**src/include/vram_regs_config.svh**
```systemverilog
// build-time sizes for the VRAM register block
// memory address width, number of address channels,
// nibble write mask value after reset
`ifndef VRAM_REGS_CONFIG_SVH
`define VRAM_REGS_CONFIG_SVH

`define VRAM_ADDR_W      16     // VRAM word address width
`define VRAM_NUM_CHAN    3      // RD, WR and RW channels
`define VRAM_WRMASK_RST  4'hF   // all nibbles enabled

`endif

```
**src/verilog/vram_access_pkg.sv**
```systemverilog
// memory side definitions
// channel index and access operation encodings
`default_nettype none

package vram_access_pkg;

    typedef enum logic [1:0] {
        CH_RD = 2'd0,               // read channel
        CH_WR = 2'd1,               // write channel
        CH_RW = 2'd2                // read/write channel
    } chan_e;

    typedef enum logic [1:0] {
        OP_NONE    = 2'd0,          // idle / no request
        OP_READ    = 2'd1,
        OP_WRITE   = 2'd2,
        OP_READ_RW = 2'd3           // controller only, load rw capture
    } access_op_e;

endpackage

`default_nettype wire

```
**src/verilog/vram_regs_pkg.sv**
```systemverilog
// host side register definitions
// word and byte types, register number map
`default_nettype none

package vram_regs_pkg;

    typedef logic [15:0] word_t;    // register / VRAM word
    typedef logic [7:0]  byte_t;    // host bus byte

    // host register numbers, 1..5 unused and read as zero
    typedef enum logic [3:0] {
        SYS_CTRL  = 4'd0,           // busy, rw read incr, write mask
        RD_INCR   = 4'd6,
        RD_ADDR   = 4'd7,           // odd byte starts a read
        WR_INCR   = 4'd8,
        WR_ADDR   = 4'd9,
        DATA      = 4'd10,          // odd byte write / read pre-read
        DATA_2    = 4'd11,          // alias of DATA
        RW_INCR   = 4'd12,
        RW_ADDR   = 4'd13,          // odd byte starts an rw read
        RW_DATA   = 4'd14,
        RW_DATA_2 = 4'd15           // alias of RW_DATA
    } reg_num_e;

endpackage

`default_nettype wire

```
**src/verilog/addr_channel.sv**
```systemverilog
// one VRAM address channel
// address and increment registers loaded by byte,
// post-increment of the address on advance
`default_nettype none

`include "vram_regs_config.svh"

module addr_channel (
    input  wire logic                    clk,
    input  wire logic                    reset_i,
    input  wire logic                    addr_ld_hi_i,   // even byte of ADDR
    input  wire logic                    addr_ld_lo_i,   // odd byte of ADDR
    input  wire logic                    incr_ld_hi_i,
    input  wire logic                    incr_ld_lo_i,
    input  wire logic [7:0]              ld_byte_i,
    input  wire logic                    adv_i,          // access done, step address
    output      logic [`VRAM_ADDR_W-1:0] addr_o,
    output      logic [15:0]             incr_o
);

    always_ff @(posedge clk) begin
        if (reset_i) begin
            addr_o <= '0;
            incr_o <= '0;
        end else begin
            if (incr_ld_hi_i) begin
                incr_o[15:8] <= ld_byte_i;
            end
            if (incr_ld_lo_i) begin
                incr_o[7:0] <= ld_byte_i;
            end
            // host load wins over advance
            if (addr_ld_hi_i) begin
                addr_o[`VRAM_ADDR_W-1:8] <= ld_byte_i[`VRAM_ADDR_W-9:0];
            end else if (addr_ld_lo_i) begin
                addr_o[7:0] <= ld_byte_i;
            end else if (adv_i) begin
                addr_o <= addr_o + incr_o[`VRAM_ADDR_W-1:0];    // wraps at width
            end
        end
    end

endmodule

`default_nettype wire

```
**src/verilog/bus_reg_port.sv**
```systemverilog
// host register port
// byte write decode into channel loads, even byte latches,
// SYS_CTRL bits, registered access requests, read back mux
`default_nettype none

`include "vram_regs_config.svh"

module bus_reg_port (
    input  wire logic                              clk,
    input  wire logic                              reset_i,
    input  wire logic                              bus_wr_strobe_i,  // 1-cycle byte write
    input  wire logic                              bus_rd_strobe_i,  // 1-cycle byte read
    input  wire vram_regs_pkg::reg_num_e           bus_reg_num_i,
    input  wire logic                              bus_bytesel_i,    // 0 = even (high) byte
    input  wire vram_regs_pkg::byte_t              bus_data_i,
    output      vram_regs_pkg::byte_t              bus_data_o,
    output      logic [`VRAM_NUM_CHAN-1:0]         addr_ld_hi_o,
    output      logic [`VRAM_NUM_CHAN-1:0]         addr_ld_lo_o,
    output      logic [`VRAM_NUM_CHAN-1:0]         incr_ld_hi_o,
    output      logic [`VRAM_NUM_CHAN-1:0]         incr_ld_lo_o,
    output      vram_regs_pkg::byte_t              ld_byte_o,        // byte for all loads
    input  wire logic [`VRAM_NUM_CHAN-1:0][`VRAM_ADDR_W-1:0] chan_addr_i,
    input  wire vram_regs_pkg::word_t [`VRAM_NUM_CHAN-1:0]   chan_incr_i,
    input  wire vram_regs_pkg::word_t              rd_data_i,        // DATA read word
    input  wire vram_regs_pkg::word_t              rw_data_i,        // RW_DATA read word
    input  wire logic                              busy_i,
    output      logic                              req_o,
    output      vram_access_pkg::access_op_e       req_op_o,
    output      vram_access_pkg::chan_e            req_chan_o,
    output      vram_regs_pkg::word_t              req_wdata_o,
    output      logic                              rw_rd_inc_o,
    output      logic [3:0]                        wrmask_o
);
    import vram_regs_pkg::*;
    import vram_access_pkg::*;

    byte_t data_even;               // DATA even byte
    byte_t rw_data_even;            // RW_DATA even byte
    word_t rd_word;                 // addressed register for host read

    assign ld_byte_o = bus_data_i;

    // channel byte loads, taken by the channel on the next edge
    always_comb begin
        addr_ld_hi_o = '0;
        addr_ld_lo_o = '0;
        incr_ld_hi_o = '0;
        incr_ld_lo_o = '0;
        if (bus_wr_strobe_i) begin
            case (bus_reg_num_i)
                RD_INCR: begin
                    incr_ld_hi_o[CH_RD] = !bus_bytesel_i;
                    incr_ld_lo_o[CH_RD] = bus_bytesel_i;
                end
                RD_ADDR: begin
                    addr_ld_hi_o[CH_RD] = !bus_bytesel_i;
                    addr_ld_lo_o[CH_RD] = bus_bytesel_i;
                end
                WR_INCR: begin
                    incr_ld_hi_o[CH_WR] = !bus_bytesel_i;
                    incr_ld_lo_o[CH_WR] = bus_bytesel_i;
                end
                WR_ADDR: begin
                    addr_ld_hi_o[CH_WR] = !bus_bytesel_i;
                    addr_ld_lo_o[CH_WR] = bus_bytesel_i;
                end
                RW_INCR: begin
                    incr_ld_hi_o[CH_RW] = !bus_bytesel_i;
                    incr_ld_lo_o[CH_RW] = bus_bytesel_i;
                end
                RW_ADDR: begin
                    addr_ld_hi_o[CH_RW] = !bus_bytesel_i;
                    addr_ld_lo_o[CH_RW] = bus_bytesel_i;
                end
                default: ;
            endcase
        end
    end

    // SYS_CTRL bits and request strobe
    always_ff @(posedge clk) begin
        if (reset_i) begin
            req_o       <= 1'b0;
            req_op_o    <= OP_NONE;
            req_chan_o  <= CH_RD;
            rw_rd_inc_o <= 1'b0;
            wrmask_o    <= `VRAM_WRMASK_RST;
        end else begin
            req_o    <= 1'b0;                       // single cycle pulse
            req_op_o <= OP_NONE;
            if (bus_wr_strobe_i) begin
                case (bus_reg_num_i)
                    SYS_CTRL: begin
                        if (!bus_bytesel_i) begin
                            rw_rd_inc_o <= bus_data_i[0];
                        end else begin
                            wrmask_o    <= bus_data_i[3:0];
                        end
                    end
                    RD_ADDR, RW_ADDR: begin
                        if (bus_bytesel_i) begin    // address complete, read it
                            req_o      <= 1'b1;
                            req_op_o   <= OP_READ;
                            req_chan_o <= (bus_reg_num_i == RD_ADDR) ? CH_RD : CH_RW;
                        end
                    end
                    DATA, DATA_2, RW_DATA, RW_DATA_2: begin
                        if (bus_bytesel_i) begin    // word complete, write it
                            req_o      <= 1'b1;
                            req_op_o   <= OP_WRITE;
                            req_chan_o <= (bus_reg_num_i inside {DATA, DATA_2}) ? CH_WR : CH_RW;
                        end
                    end
                    default: ;
                endcase
            end
            // odd byte read of a data port pre-reads the next word
            if (bus_rd_strobe_i && bus_bytesel_i) begin
                if (bus_reg_num_i inside {DATA, DATA_2}) begin
                    req_o      <= 1'b1;
                    req_op_o   <= OP_READ;
                    req_chan_o <= CH_RD;
                end
                if (bus_reg_num_i inside {RW_DATA, RW_DATA_2}) begin
                    req_o      <= 1'b1;
                    req_op_o   <= OP_READ;
                    req_chan_o <= CH_RW;
                end
            end
        end
    end

    // even byte latches and write word
    always_ff @(posedge clk) begin
        if (bus_wr_strobe_i) begin
            if (bus_reg_num_i inside {DATA, DATA_2}) begin
                if (!bus_bytesel_i) begin
                    data_even <= bus_data_i;
                end
                req_wdata_o <= {data_even, bus_data_i};
            end
            if (bus_reg_num_i inside {RW_DATA, RW_DATA_2}) begin
                if (!bus_bytesel_i) begin
                    rw_data_even <= bus_data_i;
                end
                req_wdata_o <= {rw_data_even, bus_data_i};
            end
        end
    end

    always_comb begin
        case (bus_reg_num_i)
            SYS_CTRL:           rd_word = {busy_i | req_o, 6'b0, rw_rd_inc_o, 4'b0, wrmask_o};
            RD_INCR:            rd_word = chan_incr_i[CH_RD];
            RD_ADDR:            rd_word = word_t'(chan_addr_i[CH_RD]);
            WR_INCR:            rd_word = chan_incr_i[CH_WR];
            WR_ADDR:            rd_word = word_t'(chan_addr_i[CH_WR]);
            DATA, DATA_2:       rd_word = rd_data_i;
            RW_INCR:            rd_word = chan_incr_i[CH_RW];
            RW_ADDR:            rd_word = word_t'(chan_addr_i[CH_RW]);
            RW_DATA, RW_DATA_2: rd_word = rw_data_i;
            default:            rd_word = '0;       // unused numbers
        endcase
    end

    assign bus_data_o = bus_bytesel_i ? rd_word[7:0] : rd_word[15:8];

endmodule

`default_nettype wire

```
**src/verilog/vram_access_ctrl.sv**
```systemverilog
// VRAM access controller
// one access at a time, channel address select,
// read data capture and channel advance on ack
`default_nettype none

`include "vram_regs_config.svh"

module vram_access_ctrl (
    input  wire logic                              clk,
    input  wire logic                              reset_i,
    input  wire logic                              req_i,
    input  wire vram_access_pkg::access_op_e       req_op_i,
    input  wire vram_access_pkg::chan_e            req_chan_i,
    input  wire vram_regs_pkg::word_t              req_wdata_i,
    input  wire logic                              rw_rd_inc_i,      // rw reads advance
    input  wire logic [3:0]                        wrmask_i,
    input  wire logic [`VRAM_NUM_CHAN-1:0][`VRAM_ADDR_W-1:0] chan_addr_i,
    output      logic                              vram_sel_o,
    output      logic                              vram_wr_o,
    output      logic [3:0]                        vram_wrmask_o,
    output      logic [`VRAM_ADDR_W-1:0]           vram_addr_o,
    output      vram_regs_pkg::word_t              vram_data_o,
    input  wire vram_regs_pkg::word_t              vram_data_i,      // valid with ack
    input  wire logic                              vram_ack_i,
    output      logic [`VRAM_NUM_CHAN-1:0]         chan_adv_o,
    output      vram_regs_pkg::word_t              rd_data_o,
    output      vram_regs_pkg::word_t              rw_data_o,
    output      logic                              busy_o
);
    import vram_regs_pkg::*;
    import vram_access_pkg::*;

    access_op_e cur_op;             // access in flight, OP_NONE when idle
    chan_e      cur_chan;           // channel that owns it
    logic       done;               // ack of the current access
    logic       start;              // accepted request

    assign done  = vram_sel_o && vram_ack_i;
    assign start = req_i && (req_op_i != OP_NONE) && !vram_sel_o;  // ignored while busy

    // select and direction follow the held operation
    assign vram_sel_o = (cur_op != OP_NONE);
    assign vram_wr_o  = (cur_op == OP_WRITE);
    assign busy_o     = vram_sel_o;

    always_ff @(posedge clk) begin
        if (reset_i) begin
            cur_op   <= OP_NONE;
            cur_chan <= CH_RD;
        end else if (done) begin
            cur_op   <= OP_NONE;                    // select drops next cycle
        end else if (start) begin
            cur_chan <= req_chan_i;
            if (req_op_i == OP_READ && req_chan_i == CH_RW) begin
                cur_op <= OP_READ_RW;               // goes to RW_DATA word
            end else begin
                cur_op <= req_op_i;
            end
        end
    end

    // address, data and mask held for the whole access
    always_ff @(posedge clk) begin
        if (start) begin
            vram_addr_o   <= chan_addr_i[req_chan_i];
            vram_data_o   <= req_wdata_i;
            vram_wrmask_o <= wrmask_i;
        end
    end

    // read capture on ack
    always_ff @(posedge clk) begin
        if (done && cur_op == OP_READ) begin
            rd_data_o <= vram_data_i;
        end
        if (done && cur_op == OP_READ_RW) begin
            rw_data_o <= vram_data_i;
        end
    end

    // post-increment, rw reads only when enabled
    always_comb begin
        chan_adv_o = '0;
        if (done && (cur_op != OP_READ_RW || rw_rd_inc_i)) begin
            chan_adv_o[cur_chan] = 1'b1;
        end
    end

endmodule

`default_nettype wire

```
**src/verilog/vram_regs.sv**
```systemverilog
// VRAM register block top level
// host register port, address channels, access controller
`default_nettype none

`include "vram_regs_config.svh"

module vram_regs (
    input  wire logic                        clk,
    input  wire logic                        reset_i,
    input  wire logic                        bus_wr_strobe_i,
    input  wire logic                        bus_rd_strobe_i,
    input  wire vram_regs_pkg::reg_num_e     bus_reg_num_i,
    input  wire logic                        bus_bytesel_i,
    input  wire vram_regs_pkg::byte_t        bus_data_i,
    output      vram_regs_pkg::byte_t        bus_data_o,
    output      logic                        vram_sel_o,
    output      logic                        vram_wr_o,
    output      logic [3:0]                  vram_wrmask_o,
    output      logic [`VRAM_ADDR_W-1:0]     vram_addr_o,
    output      vram_regs_pkg::word_t        vram_data_o,
    input  wire vram_regs_pkg::word_t        vram_data_i,
    input  wire logic                        vram_ack_i
);
    import vram_regs_pkg::*;
    import vram_access_pkg::*;

    logic [`VRAM_NUM_CHAN-1:0]                   addr_ld_hi;
    logic [`VRAM_NUM_CHAN-1:0]                   addr_ld_lo;
    logic [`VRAM_NUM_CHAN-1:0]                   incr_ld_hi;
    logic [`VRAM_NUM_CHAN-1:0]                   incr_ld_lo;
    byte_t                                       ld_byte;
    logic [`VRAM_NUM_CHAN-1:0]                   chan_adv;
    logic [`VRAM_NUM_CHAN-1:0][`VRAM_ADDR_W-1:0] chan_addr;
    word_t [`VRAM_NUM_CHAN-1:0]                  chan_incr;
    word_t                                       rd_data;    // DATA word
    word_t                                       rw_data;    // RW_DATA word
    logic                                        busy;
    logic                                        req;
    access_op_e                                  req_op;
    chan_e                                       req_chan;
    word_t                                       req_wdata;
    logic                                        rw_rd_inc;
    logic [3:0]                                  wrmask;

    bus_reg_port u_port (
        .clk             (clk),
        .reset_i         (reset_i),
        .bus_wr_strobe_i (bus_wr_strobe_i),
        .bus_rd_strobe_i (bus_rd_strobe_i),
        .bus_reg_num_i   (bus_reg_num_i),
        .bus_bytesel_i   (bus_bytesel_i),
        .bus_data_i      (bus_data_i),
        .bus_data_o      (bus_data_o),
        .addr_ld_hi_o    (addr_ld_hi),
        .addr_ld_lo_o    (addr_ld_lo),
        .incr_ld_hi_o    (incr_ld_hi),
        .incr_ld_lo_o    (incr_ld_lo),
        .ld_byte_o       (ld_byte),
        .chan_addr_i     (chan_addr),
        .chan_incr_i     (chan_incr),
        .rd_data_i       (rd_data),
        .rw_data_i       (rw_data),
        .busy_i          (busy),
        .req_o           (req),
        .req_op_o        (req_op),
        .req_chan_o      (req_chan),
        .req_wdata_o     (req_wdata),
        .rw_rd_inc_o     (rw_rd_inc),
        .wrmask_o        (wrmask)
    );

    // RD, WR and RW channels, indexed by chan_e
    for (genvar i = 0; i < `VRAM_NUM_CHAN; i++) begin : g_chan
        addr_channel u_chan (
            .clk          (clk),
            .reset_i      (reset_i),
            .addr_ld_hi_i (addr_ld_hi[i]),
            .addr_ld_lo_i (addr_ld_lo[i]),
            .incr_ld_hi_i (incr_ld_hi[i]),
            .incr_ld_lo_i (incr_ld_lo[i]),
            .ld_byte_i    (ld_byte),
            .adv_i        (chan_adv[i]),
            .addr_o       (chan_addr[i]),
            .incr_o       (chan_incr[i])
        );
    end

    vram_access_ctrl u_ctrl (
        .clk           (clk),
        .reset_i       (reset_i),
        .req_i         (req),
        .req_op_i      (req_op),
        .req_chan_i    (req_chan),
        .req_wdata_i   (req_wdata),
        .rw_rd_inc_i   (rw_rd_inc),
        .wrmask_i      (wrmask),
        .chan_addr_i   (chan_addr),
        .vram_sel_o    (vram_sel_o),
        .vram_wr_o     (vram_wr_o),
        .vram_wrmask_o (vram_wrmask_o),
        .vram_addr_o   (vram_addr_o),
        .vram_data_o   (vram_data_o),
        .vram_data_i   (vram_data_i),
        .vram_ack_i    (vram_ack_i),
        .chan_adv_o    (chan_adv),
        .rd_data_o     (rd_data),
        .rw_data_o     (rw_data),
        .busy_o        (busy)
    );

endmodule

`default_nettype wire

```
**config.mk**
```make
export PLATFORM = sky130hd
export DESIGN_NAME = vram_regs
export DESIGN_NICKNAME = d
export VERILOG_FILES = /design/src/verilog/vram_access_pkg.sv /design/src/verilog/vram_regs_pkg.sv /design/src/verilog/addr_channel.sv /design/src/verilog/bus_reg_port.sv /design/src/verilog/vram_access_ctrl.sv /design/src/verilog/vram_regs.sv
export VERILOG_INCLUDE_DIRS = /design/src /design/src/include
export SDC_FILE = /design/constraint.sdc
export NUM_CORES = 1
export LEC_CHECK = 0
export BUFFER_PORTS_ARGS = -buffer_cell sky130_fd_sc_hd__buf_4
export CAP_MARGIN = 20
export CORE_ASPECT_RATIO = 0.5
export CORE_MARGIN = 2
export CORE_UTILIZATION = 60
export CTS_CLUSTER_DIAMETER = 200
export DETAILED_ROUTE_END_ITERATION = 16
export PLACE_DENSITY = 0.75
export SYNTH_ARGS = -nofsm -noshare
export SYNTH_HDL_FRONTEND = slang
export SYNTH_SLANG_ARGS = --single-unit
```
**constraint.sdc**
```tcl
create_clock -name clk -period 3.5 [get_ports clk]
set_clock_uncertainty 0.1 [all_clocks]
set_input_delay 0.35 -clock clk [delete_from_list [all_inputs] [get_ports clk]]
set_output_delay 0.35 -clock clk [all_outputs]
set_load 0.02 [all_outputs]
```
==> results of run 1 <==
-- worst max-delay path, cell delays in order, from the launching register on --
cell	delay [ps]
dfxtp_1	360
or2_1	380
o21ai_0	410
nand2_1	90
a2111oi_0	350
a211oi_1	130
buf_4	200
-- cell usage in the layout, fill, tap and decap left out, drive strengths merged, types with 8 or more instances in the layout --
| cell | instances |
|---|---|
| inv | 15 |
| nor2b | 9 |
| a22oi | 10 |
| dlygate4sd3 | 18 |
| ha | 45 |
| a311oi | 9 |
| mux2 | 10 |
| xnor2 | 25 |
| a21o | 15 |
| and3 | 11 |
| mux2i | 79 |
| o22ai | 24 |
| a211oi | 28 |
| clkbuf | 26 |
| nand3 | 16 |
| buf | 105 |
| nor4 | 8 |
| dfxtp | 110 |
| edfxtp | 100 |
| a21oi | 89 |
| nor3 | 20 |
| nor2 | 118 |
| o21ai | 46 |
| a221oi | 22 |
| nand2 | 140 |
| xor2 | 11 |
| a31oi | 11 |
-- cell type report --
type	count	area, um^2
Clock buffer	26	522
Clock inverter	8	104
Fill cell	1403	5540
Inverter	13	48.8
Multi-Input combinational cell	842	5620
Sequential cell	210	5200
Tap cell	240	300
Timing Repair Buffer	123	968
-- power by group --
part / leakage, nW / internal, W / switching [W] / total, W
Clock: 0.300 / 0.00121 / 0.000965 / 0.00217
Combinational: 2.60 / 0.000125 / 0.000239 / 0.000364
Sequential: 1.80 / 0.00259 / 0.0000205 / 0.00261
Total: 4.70 / 0.00392 / 0.00122 / 0.00514
-- per-layer routing --
| layer | up-vias | wire length [um] |
|---|---|---|
| li1 | 4361 | - |
| met1 | 4483 | 14200 |
| met2 | 526 | 14000 |
| met3 | 68 | 4330 |
| met4 | 0 | 1040 |
| met5 | - | 0 |
-- stage by stage --
step | cell area [um^2] | util (%)
floorplan | 11100 | -
global placement | 12000 | 65.3
detailed placement | 12000 | 65.3
CTS | 12800 | 69.7
global route | 12800 | 69.7
finish | 12800 | 69.7
-- registers in the layout, summed over array words and instances (netlist names), 16 cells and up --
signal                flops
u_ctrl.rw_data_o         16
u_port.req_wdata_o       16
u_ctrl.vram_addr_o       16
g_chan.u_chan.addr_o     48
u_ctrl.rd_data_o         16
g_chan.u_chan.incr_o     48
u_ctrl.vram_data_o       16
-- Yosys cell counts, types with 5 or more instances --
| library cell | instances |
|---|---|
| a31oi_1 | 11 |
| nand2_1 | 139 |
| edfxtp_1 | 100 |
| a211oi_1 | 28 |
| inv_1 | 12 |
| and3_1 | 11 |
| mux2_2 | 10 |
| nor2_1 | 116 |
| o21ai_0 | 44 |
| nor3_1 | 14 |
| a221oi_1 | 22 |
| nand4_1 | 7 |
| buf_2 | 14 |
| a311oi_1 | 9 |
| and2_1 | 5 |
| a21oi_1 | 85 |
| nor2b_1 | 9 |
| nand3_1 | 15 |
| a22oi_1 | 10 |
| a21o_1 | 15 |
| xnor2_1 | 25 |
| o22ai_1 | 24 |
| xor2_1 | 11 |
| dfxtp_1 | 110 |
| clkbuf_1 | 43 |
| ha_1 | 45 |
| o31ai_1 | 5 |
| a211o_1 | 7 |
| mux2i_1 | 79 |
| o21bai_1 | 7 |
| or3_1 | 6 |
| o211ai_1 | 7 |
-- kinds of logic (layout without fill, tap and decap cells) --
group                      after synthesis  after routing  share of synthesized area (%)
AOI/OAI and AO/OA                      309            309                           18.5
DFF                                    210            210                           46.7
buffers and inverters                   78            170                           2.95
muxes                                   89             89                           8.11
xor gates and xnor gates                36             36                           2.83
and+or+nand+nor                        360            360                           15.3
adders and majority gates               48             48                           5.59
-- what timing repair did --
item                       in CTS  in global routing
hold endpoints to repair       35                  0
buffers inserted                0                  0
setup endpoints to repair       0                  0
hold buffers                   18                  0
-- final timing paths --
path | start | to
max | u_ctrl.cur_op[0] | bus_data_o[7]
min | bus_data_i[6] | g_chan[0].u_chan.incr_o[14]
max reg2reg | g_chan[2].u_chan.addr_o[0] | g_chan[2].u_chan.addr_o[14]
min reg2reg | u_port.req_wdata_o[0] | u_ctrl.vram_data_o[0]
==> results.cfg, run 1 <==
[clock_network]
tritoncts = done
clock-root-buffer = clkbuf_16
cts_buffers = 19
cts-resized-gates = 0
htreeDepth = 1
clock_latency_ps = 520
clkTransAtPathRegs_ps = 80
clock_tree.buffer_depth = 3
clock_sinks = 210

[floorplan]
die_w_um = 197
start_util_pct = 60.9
die_area_um2 = 19700
die_h_um = 100
row_count = 35
core_area_um2 = 18300
io_pins = 80

[layout]
layout-drive-gt1-share_pct = 14.2
antenna-diode-count = 0
finalNonFillerCells = 1462
nets = 1291
area_growth_pct = 14.6

[critical_path]
crit_type = flip-flop to primary output
r2r_cells = 10
path_max_fanout = 6
worstSetupEndpointType = primary output
arrival_ps = 2440
r2r_slack_ps = 610
critPathRequiredTime_ps = 3050
worstSetupStartpointType = flip-flop

[power]
power.leakage_nw = 4.70
peakVddDrop_mv = 0.438
p_total_w = 0.00514
power.density_nw_per_um2 = 403

[global_routing]
grt_pass1_wl_mm = 50.6
grt_antenna_before_repair = 0
grt_pass1_vias = 8703
globalRouteMet2Util_pct = 51.0
top_usage_layer = met2
grt-ovfl-total = 0
grt_util_met1_pct = 48.2
grtUsageTotal_pct = 34.2
grt_max_degree = 75
grt_use_met3_pct = 10.2

[worst_hold_path]
hold_class = input port to flip-flop
holdPathStages = 3

[synthesis]
synth_area_leaders = edfxtp_1 (27%), dfxtp_1 (20%), mux2i_1 (7.1%)
syn_inst = 1130
synthArstFlopShare_pct = 0
synthesis.nets = 1212
synth_top_area_cell = edfxtp_1
ys_seq_area_share_pct = 46.7
synth_enable_flop_cells = 100
syn_area_um2 = 11100
ys_types = 75
ys_ff_latch = 210
ys.flop_type = dfxtp_1
synth.avg_cell_area_um2 = 9.86
yosys_warnings = 0
synth_top_area_share_pct = 26.9

[timing]
rsz0062_at_grt = no
slew_headroom_pct = 32.9
setup_tns_ps = 0
whs_ps = 124
setup_slack_ps = 607
hold_viol = 0
timing.final.crit_share_pct = 82.7
max_freq_mhz = 346
slew_viol_final = 0
setup_viol = 0
min_period_ps = 2890
tightestPinTransition_ps = 1000

[placed_design]
hpwl_mm = 23.9
numPlacedInstances = 1410
io_buffers = 79
gp_congestion = 0.966
post-place-ws_ps = 648

[outcome]
outcome = complete, no violations

[flow_run]
drv_cap = 0

[routing]
vias_per_cell = 6.46
drt_iter0_drc = 1269
routed_wl_mm = 33.6
wire_per_inst_um = 23.0
vias = 9438
drc = 0
ant_nets = 0
first_pass_iters = 5
Note: power is estimated with default switching activity, not from simulation.
==> inputs of run 2 (changes only) <==
ABC_AREA = 1   (was default)
clock period = 2.7 ns   (was 3.5 ns; I/O delays follow)
==> results.cfg, run 2 <==
[outcome]
outcome = complete, no violations

[routing]
met3_length_mm = 4.77
vias = 11500
drc = 0
vias_per_cell = 5.87
topRoutingLayerUsed = met5
wire_per_inst_um = 20.1
ant_nets = 0
drt_iter0_drc = 1254
first_pass_iters = 6
wl_met1_mm = 16.1
routed_wl_mm = 39.3
wl_met2_mm = 16.9

[layout]
fillCellCount = 1622
reg_top3 = g_chan.u_chan.addr_o x48, g_chan.u_chan.incr_o x48
final_common_cell = nand2_1
area_growth_pct = 13.0
nets = 1761
final_cell_mix = nand2_1 (432), inv_1 (222), a21oi_1 (156)
antenna-diode-count = 0
layout-drive-gt1-share_pct = 9.58

[critical_path]
worstSetupStartpointType = input port
r2r_slack_ps = 490
startpoint = bus_reg_num_i[3]
worstSetupEndpointType = primary output
crit_end = bus_data_o[6]
worst_path_most_repeated_cell = nand2_1
cp_cell_sequence = buf_4 -> inv_1 -> nor2_2 -> nand2_1 -> buf_4 -> nor2_1 -> a211oi_1 -> nand2_1 -> nand2_1 -> nand2_1 -> buf_4
rr_endpoint = g_chan[1].u_chan.addr_o[8]
critPathRequiredTime_ps = 2330
crit_type = input port to primary output
cp_slowest_cell = a211oi_1
path_max_fanout = 13
arrival_ps = 2070
critPathMaxStageDelay_ps = 480
timing.rr.start = g_chan[1].u_chan.addr_o[0]
crit_family = simple AND/OR/NAND/NOR gates
critPathBufInv = 4
path_depth = 11
r2r_cells = 8

[synthesis]
yosys_warnings = 0
synth.avg_cell_area_um2 = 7.39
synth_common_cells = nand2_1 (432), inv_1 (222), a21oi_1 (156)
yosysMostFrequentCell = nand2_1
syn_area_um2 = 11800
ys_ff_latch = 210
synth_top_area_share_pct = 25.4
synth_area_leaders = edfxtp_1 (25%), dfxtp_1 (19%), nand2_1 (14%)
synth_top_area_cell = edfxtp_1
ys_seq_area_share_pct = 44.1
synthArstFlopShare_pct = 0
syn_inst = 1597
synthesis.nets = 1679
synth_enable_flop_cells = 100
ys.flop_type = dfxtp_1
ys_types = 42

[timing]
hold_viol = 0
max_freq_mhz = 410
setup_tns_ps = 0
min_period_ps = 2440
setup_viol = 0
rsz0062_at_grt = no
slew_viol_final = 0
slew_headroom_pct = 39.9
timing.final.crit_share_pct = 90.4
tightestPinTransition_ps = 900

[power]
peakVddDrop_mv = 0.271
power.leakage_nw = 6.06
p_clk_share_pct = 39.4
seqPwrFrac_pct = 53.1
p_total_w = 0.00638
power_switching_w = 0.00155
switching_share_pct = 24.2
power.density_nw_per_um2 = 478
internal-power_w = 0.00484
comb_power_share_pct = 7.6

[flow_run]
drv_cap = 0

[floorplan]
die_w_um = 202
io_pins = 80
row_count = 36
die_area_um2 = 20900
start_util_pct = 61.0
die_h_um = 103
core_area_um2 = 19400

[global_routing]
grt_pass1_wl_mm = 58.3
grt_pass1_vias = 10400
grt-ovfl-total = 0
grt_max_degree = 50
grtUsageTotal_pct = 37.1
grt_antenna_before_repair = 1

[worst_hold_path]
hold_class = input port to flip-flop
holdPathStages = 3

[clock_network]
cts-resized-gates = 0
clock-root-buffer = clkbuf_16
hold_buffers = 17
htreeDepth = 1
cts_buffers = 19
tritoncts = done
clkTransAtPathRegs_ps = 70
clock_sinks = 210
clock_latency_ps = 490
cts_setup_buffers = 0
clock_tree.buffer_depth = 3

[placed_design]
io_buffers = 79
gp_congestion = 1.00
hpwl_mm = 29.5
==> run 2: power by group through the flow <==
stage                     combinational, W  sequential (W)  clock, W
final                             0.000483         0.00339   0.00251
after global routing              0.000512         0.00339   0.00262
after CTS                         0.000464         0.00339   0.00249
after detailed placement          0.000443         0.00346         0
after global placement            0.000435         0.00345         0
after floorplan                   0.000249         0.00345         0
==> run 2: tightest hold or removal path: cells and delay by family <==
kind,cells,cell delay (ps)
buffers and inverters,1,170
AND/OR/NAND/NOR,1,90
AO/OA/AOI/OAI,1,60
==> run 2: how the worst min path moves through the flow <==
stage | slack (ps) | startpoint | endpoint
after floorplan | 250 | bus_rd_strobe_i | u_port.req_op_o[1]
after global placement | 300 | u_port.req_wdata_o[2] | u_ctrl.vram_data_o[2]
after detailed placement | 300 | u_port.req_wdata_o[13] | u_ctrl.vram_data_o[13]
after CTS | 50 | bus_bytesel_i | u_port.req_chan_o[1]
after global routing | 60 | bus_data_i[1] | u_port.rw_data_even[1]
final | 60 | bus_bytesel_i | u_port.req_chan_o[1]
==> run 2: area by class of cell <==
cell class                 instances  area [um^2]  share of cell area (%)
multi-input combinational       1100         5470                    41.0
sequential                       210         5200                    39.0
timing repair buffer             115          906                    6.79
inverter                         233          881                    6.60
clock buffer                      24          504                    3.78
tap                              266          333                    2.49
clock inverter                     9         45.0                   0.338
==> run 2: per-stage QoR <==
stage,instance area (um^2),hold WS [ps],util (%),setup WS [ps],std cells
floorplan,11800,249,-,534,1597
detailed placement,12600,305,65.2,375,1907
CTS,13300,50.9,68.9,359,1957
global route,13300,59.5,68.9,210,1957
finish,13300,57.5,68.9,258,1957
global placement,12600,302,65.2,385,1907
==> run 2: per-layer routing <==
metal | vias to the layer above | global-route usage (%)
li1 | 5401 | -
met1 | 5293 | 49.6
met2 | 666 | 59.7
met3 | 120 | 9.30
met4 | 2 | 12.5
met5 | - | 0
==> run 2: cells by family after synthesis <==
group | Yosys count | share of synthesized area [%]
flops | 210 | 44.1
fa+ha+maj | 48 | 5.28
compound gates | 355 | 15.9
simple gates | 682 | 23.9
xor+xnor | 15 | 1.11
buf+inv | 287 | 9.74
